$ cat src/source/cam_bist_ops_pkg.sv
/*
  Command and expected-match encodings seen by the CAM BIST datapath.
*/
package cam_bist_ops_pkg;

  // Test command issued by the external controller
  typedef enum logic [1:0] {
    BIST_WRITE  = 2'b00,
    BIST_READ   = 2'b01,
    BIST_SEARCH = 2'b10
  } bist_op_e;

  // ========================================
  // Expected search outcome
  // ========================================

  // Pattern of match lines the controller expects for a search
  typedef enum logic [1:0] {
    MATCH_ALL       = 2'b00,  // every line hits
    MATCH_SINGLE    = 2'b01,  // only the addressed line hits
    MISMATCH_SINGLE = 2'b10,  // all but the addressed line hit
    MISMATCH_ALL    = 2'b11   // no line hits
  } match_sel_e;

endpackage

$ cat src/source/cam_geom_pkg.sv
/*
  Geometry of the CAM under test and of its BIST result path.
  RF_ENTRIES must be a whole multiple of RF_DWIDTH; only the 4:1 fold is supported.
*/
package cam_geom_pkg;

  // ========================================
  // Array geometry
  // ========================================

  // Number of CAM entries
  localparam int unsigned RF_ENTRIES = 32;

  // Entry width, also the read-data path width
  localparam int unsigned RF_DWIDTH = 8;

  // Entry address width
  localparam int unsigned RF_AWIDTH = $clog2(RF_ENTRIES);

  // ========================================
  // Derived test path widths
  // ========================================

  // Match lines OR-ed into one read-data bit
  localparam int unsigned FOLD = RF_ENTRIES / RF_DWIDTH;

  // Register stages from command strobe to result
  localparam int unsigned PIPE_DEPTH = 2;

endpackage

$ cat src/source/cam_req_if.sv
/*
  One BIST command, seen by the CAM array and the expected-match generator alike.
  valid is a single-cycle strobe with no back-pressure.
*/
interface cam_req_if import cam_geom_pkg::*, cam_bist_ops_pkg::*;
();

  // Command strobe
  logic                 valid;
  // Write, read or search
  bist_op_e             op;
  // Entry address, also selects the expected match line
  logic [RF_AWIDTH-1:0] addr;
  // Write data or search key
  logic [RF_DWIDTH-1:0] data;
  // Expected search pattern
  match_sel_e           match_sel;

  // Top level drives the command
  modport src (output valid, output op, output addr, output data, output match_sel);

  // CAM array only observes
  modport cam (input valid, input op, input addr, input data);

  // Expected-match generator observes address and pattern
  modport ref_gen (input valid, input addr, input match_sel);

endinterface

$ cat src/source/cam_rsp_if.sv
/*
  Pipelined CAM array result toward the output handler.
  All fields are meaningful only while valid is high.
*/
interface cam_rsp_if import cam_geom_pkg::*, cam_bist_ops_pkg::*;
();

  // Result strobe, read or search only
  logic                  valid;
  // Op of the command that made this result
  bist_op_e              op;
  // Entry data at the command address
  logic [RF_DWIDTH-1:0]  rd_data;
  // Raw match lines from the array
  logic [RF_ENTRIES-1:0] match_lines;

  // CAM array side
  modport cam (output valid, output op, output rd_data, output match_lines);

  // Output handler side
  modport oh (input valid, input op, input rd_data, input match_lines);

endinterface

$ cat src/source/cam_array.sv
/*
  Behavioral CAM with per-entry valid bits. Data words have no reset.
  Writes take effect at the sampling edge; reads and searches return PIPE_DEPTH cycles later.
*/
module cam_array import cam_geom_pkg::*, cam_bist_ops_pkg::*; (
  input logic     bist_clk,
  input logic     rst_n,
  cam_req_if.cam  req,
  cam_rsp_if.cam  rsp
);

  // Entry storage
  logic [RF_DWIDTH-1:0]  mem [RF_ENTRIES];
  logic [RF_ENTRIES-1:0] ent_vld;

  // Command-cycle results
  logic                  lookup;
  logic [RF_DWIDTH-1:0]  rd_data_c;
  logic [RF_ENTRIES-1:0] match_c;

  // Result pipeline
  logic [PIPE_DEPTH-1:0] vld_q;
  bist_op_e              op_q [PIPE_DEPTH];
  logic [RF_DWIDTH-1:0]  rd_q [PIPE_DEPTH];
  logic [RF_ENTRIES-1:0] ml_q [PIPE_DEPTH];

  // ========================================
  // Write port
  // ========================================

  always_ff @(posedge bist_clk or negedge rst_n) begin
    if (!rst_n) begin
      ent_vld <= '0;
    end else if (req.valid && req.op == BIST_WRITE) begin
      ent_vld[req.addr] <= 1'b1;
    end
  end

  always_ff @(posedge bist_clk) begin
    if (req.valid && req.op == BIST_WRITE) begin
      mem[req.addr] <= req.data;
    end
  end

  // ========================================
  // Read and search, command cycle
  // ========================================

  // Only reads and searches produce a result
  assign lookup    = req.valid && req.op != BIST_WRITE;
  assign rd_data_c = mem[req.addr];

  // A line hits on a valid entry holding the key
  always_comb begin
    for (int e = 0; e < RF_ENTRIES; e++) begin
      match_c[e] = ent_vld[e] && (mem[e] == req.data);
    end
  end

  // ========================================
  // Result pipeline
  // ========================================

  always_ff @(posedge bist_clk or negedge rst_n) begin
    if (!rst_n) begin
      vld_q <= '0;
    end else begin
      vld_q <= {vld_q[PIPE_DEPTH-2:0], lookup};
    end
  end

  // Payload follows the strobe, no reset
  always_ff @(posedge bist_clk) begin
    op_q[0] <= req.op;
    rd_q[0] <= rd_data_c;
    ml_q[0] <= match_c;
    for (int s = 1; s < PIPE_DEPTH; s++) begin
      op_q[s] <= op_q[s-1];
      rd_q[s] <= rd_q[s-1];
      ml_q[s] <= ml_q[s-1];
    end
  end

  assign rsp.valid       = vld_q[PIPE_DEPTH-1];
  assign rsp.op          = op_q[PIPE_DEPTH-1];
  assign rsp.rd_data     = rd_q[PIPE_DEPTH-1];
  assign rsp.match_lines = ml_q[PIPE_DEPTH-1];

  // Controller must never strobe an undefined op
  a_req_op_known : assert property (@(posedge bist_clk) disable iff (!rst_n)
    req.valid |-> !$isunknown(req.op));

endmodule

$ cat src/source/cam_bist_outhandler.sv
/*
  Compares real and expected match lines and compacts the difference 4:1 onto read data.
  Purely combinational; inputs must already be aligned to the same command.
*/
module cam_bist_outhandler import cam_geom_pkg::*, cam_bist_ops_pkg::*; (
  cam_rsp_if.oh                 rsp,
  input  logic [RF_ENTRIES-1:0] match_ref,
  output logic                  out_valid,
  output logic [RF_DWIDTH-1:0]  rd_data_out,
  output logic                  cmp_fail
);

  // Per-line disagreement
  logic [RF_ENTRIES-1:0] diff;
  // Compacted disagreement
  logic [RF_DWIDTH-1:0]  fold;
  logic                  is_search;

  // ========================================
  // Match comparator
  // ========================================

  // A set bit marks a line that differs from expectation
  assign diff = match_ref ^ rsp.match_lines;

  // ========================================
  // 32-to-8 compactor
  // ========================================

  // Bit i collects lines i, i+8, i+16, i+24
  always_comb begin
    fold = '0;
    for (int i = 0; i < RF_DWIDTH; i++) begin
      for (int k = 0; k < FOLD; k++) begin
        fold[i] = fold[i] | diff[i + k * RF_DWIDTH];
      end
    end
  end

  // ========================================
  // Read-data mux and fail flag
  // ========================================

  assign is_search = rsp.op == BIST_SEARCH;

  assign out_valid = rsp.valid;

  // Search shows the folded compare, read passes array data
  assign rd_data_out = is_search ? fold : rsp.rd_data;

  // Any differing line fails a search
  assign cmp_fail = rsp.valid && is_search && (|diff);

endmodule

$ cat src/source/cam_bist_top.sv
/*
  CAM BIST datapath top. One command per cycle, no back-pressure.
  Results appear two cycles after the strobe and hold for one cycle.
*/
module cam_bist_top import cam_geom_pkg::*, cam_bist_ops_pkg::*; (
  input  logic                  bist_clk,
  input  logic                  rst_n,

  // Command from the external test controller
  input  logic                  cmd_valid,
  input  bist_op_e              cmd_op,
  input  logic [RF_AWIDTH-1:0]  cmd_addr,
  input  logic [RF_DWIDTH-1:0]  cmd_data,
  input  match_sel_e            cmd_match_sel,

  // Aligned result
  output logic                  out_valid,
  output logic [RF_DWIDTH-1:0]  rd_data_out,
  output logic [RF_ENTRIES-1:0] match_ref,
  output logic                  cmp_fail
);

  // ========================================
  // Internal buses
  // ========================================

  cam_req_if req_if ();
  cam_rsp_if rsp_if ();

  // Command fans out to both parallel blocks
  assign req_if.valid     = cmd_valid;
  assign req_if.op        = cmd_op;
  assign req_if.addr      = cmd_addr;
  assign req_if.data      = cmd_data;
  assign req_if.match_sel = cmd_match_sel;

  // ========================================
  // Parallel blocks and output handler
  // ========================================

  cam_array array_i (
    .bist_clk (bist_clk),
    .rst_n    (rst_n),
    .req      (req_if.cam),
    .rsp      (rsp_if.cam)
  );

  cam_match_ref_gen ref_gen_i (
    .bist_clk  (bist_clk),
    .rst_n     (rst_n),
    .req       (req_if.ref_gen),
    .match_ref (match_ref)
  );

  cam_bist_outhandler oh_i (
    .rsp         (rsp_if.oh),
    .match_ref   (match_ref),
    .out_valid   (out_valid),
    .rd_data_out (rd_data_out),
    .cmp_fail    (cmp_fail)
  );

endmodule

$ cat src/source/cam_match_ref_gen.sv
/*
  Expected match vector, aligned with the CAM array result pipeline.
  Output is meaningful only in the cycle the aligned result is valid.
*/
module cam_match_ref_gen import cam_geom_pkg::*, cam_bist_ops_pkg::*; (
  input  logic                  bist_clk,
  input  logic                  rst_n,
  cam_req_if.ref_gen            req,
  output logic [RF_ENTRIES-1:0] match_ref
);

  // Delayed command fields
  logic [PIPE_DEPTH-1:0] vld_q;
  logic [RF_AWIDTH-1:0]  addr_q [PIPE_DEPTH];
  match_sel_e            sel_q [PIPE_DEPTH];
  logic [RF_ENTRIES-1:0] onehot;

  // ========================================
  // Alignment stages
  // ========================================

  always_ff @(posedge bist_clk or negedge rst_n) begin
    if (!rst_n) begin
      vld_q <= '0;
    end else begin
      vld_q <= {vld_q[PIPE_DEPTH-2:0], req.valid};
    end
  end

  always_ff @(posedge bist_clk) begin
    addr_q[0] <= req.addr;
    sel_q[0]  <= req.match_sel;
    for (int s = 1; s < PIPE_DEPTH; s++) begin
      addr_q[s] <= addr_q[s-1];
      sel_q[s]  <= sel_q[s-1];
    end
  end

  // ========================================
  // Decode and pattern select
  // ========================================

  // One-hot line of the addressed entry
  assign onehot = RF_ENTRIES'(1) << addr_q[PIPE_DEPTH-1];

  always_comb begin
    case (sel_q[PIPE_DEPTH-1])
      MATCH_ALL:       match_ref = '1;
      MATCH_SINGLE:    match_ref = onehot;
      MISMATCH_SINGLE: match_ref = ~onehot;
      MISMATCH_ALL:    match_ref = '0;
      default:         match_ref = '0;
    endcase
  end

  // Single-match expectation names exactly one line
  a_single_onehot : assert property (@(posedge bist_clk) disable iff (!rst_n)
    (vld_q[PIPE_DEPTH-1] && sel_q[PIPE_DEPTH-1] == MATCH_SINGLE) |-> $onehot(match_ref));

endmodule

$ cat config.mk
export PLATFORM = sky130hd
export DESIGN_NAME = cam_bist_top
export DESIGN_NICKNAME = d
export VERILOG_FILES = /design/src/source/cam_bist_ops_pkg.sv /design/src/source/cam_geom_pkg.sv /design/src/source/cam_req_if.sv /design/src/source/cam_rsp_if.sv /design/src/source/cam_array.sv /design/src/source/cam_bist_outhandler.sv /design/src/source/cam_bist_top.sv /design/src/source/cam_match_ref_gen.sv
export SDC_FILE = /design/constraint.sdc
export NUM_CORES = 1
export LEC_CHECK = 0
export ABC_CLOCK_PERIOD_IN_PS = 6000
export CORE_ASPECT_RATIO = 1.5
export CORE_MARGIN = 1.5
export CORE_UTILIZATION = 35
export DETAILED_ROUTE_END_ITERATION = 16
export DONT_BUFFER_PORTS = 1
export GPL_ROUTABILITY_DRIVEN = 1
export PLACE_DENSITY = 0.57
export SLEW_MARGIN = 25
export SYNTH_ARGS = -nofsm -noshare
export SYNTH_HDL_FRONTEND = slang
export SYNTH_SLANG_ARGS = --single-unit
$ cat constraint.sdc
create_clock -name bist_clk -period 6 [get_ports bist_clk]
set_input_delay 0.6 -clock bist_clk [delete_from_list [all_inputs] [get_ports bist_clk]]
set_output_delay 0.6 -clock bist_clk [all_outputs]
set_load 0.02 [all_outputs]
==> flow_summary.ini <==
[routing]
avgViaCountPerCell = 5.175
totalWireLength_mm = 43.58
drc_errors = 0
ant_nets = 0
drt-wirelength-per-cell_um = 22.89
num_vias = 9854
drt_iter0_drc = 668
first_pass_iters = 6

[synthesis]
synth-async-reset-ratio = 0.08763
synth_area_leaders = edfxtp_1, dfxtp_1, mux4_2, xor2_1, xnor2_1
ys.flop_type = edfxtp_1
synth.most_common_cell = edfxtp_1
synth_edf_count = 256
synth_common_cells = edfxtp_1, xor2_1, xnor2_1, dfxtp_1, mux4_2
synth.distinct_cells = 50
yosys_warnings = 0
syn-cell-area_sq_um = 17560
yosysSeqAreaShare = 0.5980
yosys.area.top_type = edfxtp_1
synthCells = 1249
synth_top_cell_area_share = 0.4378
syn_area_per_cell_sq_um = 14.06
syn_nets = 1269
ys_seq_elements = 388

[clock_network]
clockRootBuffer = clkbuf_16
cts_buffer_depth = 3
tritoncts = yes
clock-sinks = 388
cts_buffers = 37
cts-htree-levels = 2
clkTransAtPathRegs_ns = 0.07
clk_latency_ns = 0.54

[floorplanning]
die_width_um = 185.9
die_h_um = 277.3
die-area_sq_um = 51550
core-area_sq_um = 49550
rows = 100
ioPinCount = 62
start_util = 0.3544

[timing]
relSlewSlack = 0.3091
fin_tns_setup_ns = 0
fin_worst_skew_ns = 0.01965
finalHoldViolCount = 0
tightest_slew_ns = 1.036
slew_viol_final = 0
setup_ws_ns = 2.242
fmaxAchievable_mhz = 266.1
rsz0062_at_grt = false
setup_viol = 0
period_minus_slack_ns = 3.758
fin_crit_sh = 0.6263

[global_routing]
grt_use_total = 0.1696
grt_first_pass_wirelength_mm = 65.26
grt_pass1_vias = 10239
grt.overflow.total = 0
grtUsageMet1 = 0.2119
antenna_found_initial = 0
grt_use_met3 = 0.01864
grt.busiest_layer = met2
grt_use_met2 = 0.2999
grt_max_degree = 70

[final_layout]
layout.nets = 1232
fillers = 4673
drive_gt1_frac = 0.1563
fin_area_sq_um = 19480
fin_cells = 1904
fin_util = 0.3932
area_growth_pct = 10.95
register_area_sq_um = 10500
antenna_cells = 0
multiInputGateArea_sq_um = 6706

[outcome]
status = finished, final reports clean

[critical_path]
worstSetupPathType = reg -> out
crit_fanout = 15
crit_arrival_ns = 3.16
end_kind = output pin
critPathRequiredTime_ns = 5.40
start_kind = register

[min_path]
worstHoldPathType = in -> reg

[power]
ir_worst_vdd_uv = 186.7
powerDensity_nw_per_um2 = 297.9
power.leakage_nw = 6.551

[placed_design]
dp.cells = 1834
gp_congestion = 0.8697
dpl_worst_slack_ns = 2.713
portBuffers = 0
dpl-instance-area_sq_um = 18080
hpwl_mm = 29.06

[job]
drv_cap = 0
## registers in the layout, indices dropped and copies added, names as in the netlist
name / count
array_i.vld_q: 2
array_i.op_q: 4
ref_gen_i.sel_q: 4
array_i.rd_q: 16
array_i.ent_vld: 32
array_i.ml_q: 64
ref_gen_i.addr_q: 10
array_i.mem: 256
## where the power goes
group / internal, mW / leakage [nW] / switching (mW)
Combinational: 0.146 / 2.35 / 0.161
Sequential: 2.90 / 3.55 / 0.0344
Clock: 1.52 / 0.654 / 1.03
Total: 4.57 / 6.55 / 1.23
## worst paths after layout
| path | startpoint | end | slack [ns] | cells past startpoint |
|---|---|---|---|---|
| worst max register to register | array_i.mem[21][4] | array_i.ml_q[0][21] | 4.22 | 4 |
| max in group asynchronous | rst_n | array_i.ent_vld[16] | 5.17 | 2 |
| worst max-delay path | ref_gen_i.addr_q[0][5] | rd_data_out[1] | 2.24 | 6 |
| worst min-delay path | cmd_addr[4] | ref_gen_i.addr_q[0][4] | 0.09 | 0 |
| min in group asynchronous | rst_n | array_i.ent_vld[21] | 0.57 | 2 |
| worst min register to register | array_i.ml_q[0][17] | array_i.ml_q[0][49] | 0.33 | 0 |
## metrics by stage
step | power [mW] | hold WS [ns]
3_5_place_dp | 3.295 | 0.3075
2_1_floorplan | 3.282 | 0.3044
6_report | 5.803 | 0.08636
5_1_grt | 5.979 | 0.07032
3_3_place_gp | 3.292 | 0.3085
4_1_cts | 5.851 | 0.06626
## worst max-delay path: stages (launching register included)
cell and delay, ns:
dfxtp_1 0.59, nor2b_1 0.72, nand2_1 0.16, mux2_2 0.33, o2111ai_2 0.21, nor2_1 0.06, o21ai_0 0.56
## timing repair
| item | in CTS | in global routing |
|---|---|---|
| hold buffers | 2 | 0 |
| hold endpoints to repair | 34 | 0 |
| setup buffers | 0 | 0 |
| gates resized for setup | 0 | 0 |
| setup endpoints to repair | 0 | 0 |
## layer usage
| layer | vias to the layer above | wire [um] |
|---|---|---|
| li1 | 4555 | - |
| met4 | 0 | 1350 |
| met1 | 5028 | 18080 |
| met3 | 63 | 1534 |
| met2 | 208 | 22610 |
| met5 | - | 0 |
## logic make-up after synthesis
kind of cell | after synthesis | synth area share
XOR/XNOR | 268 | 0.1337
flip-flops | 388 | 0.5980
buffers and inverters | 85 | 0.02031
AO/OA/AOI/OAI | 73 | 0.03093
AND/OR/NAND/NOR | 314 | 0.09642
multiplexers | 121 | 0.1206
## area by class of cell
class / count / share of cell area
flip-flops and latches: 388 / 0.5392
well taps: 663 / 0.04258
clock inverters: 18 / 0.01111
repair buffers: 7 / 0.003854
clock buffers: 50 / 0.05864
inverters: 2 / 0.0003854
multi-input cells: 776 / 0.3443
## cells in the final DEF, fill, tap and decap left out, drive strengths merged, types with 12 or more instances in the layout
cell type / instances
a22oi: 32
and3: 22
clkbuf: 50
dfrtp: 34
dfxtp: 98
edfxtp: 256
mux2: 12
mux2i: 38
mux4: 71
nand2: 44
nand3: 29
nand4: 33
nor2: 62
nor4: 45
or2: 34
xnor2: 121
xor2: 147
Power figures use the tool's default switching activity.
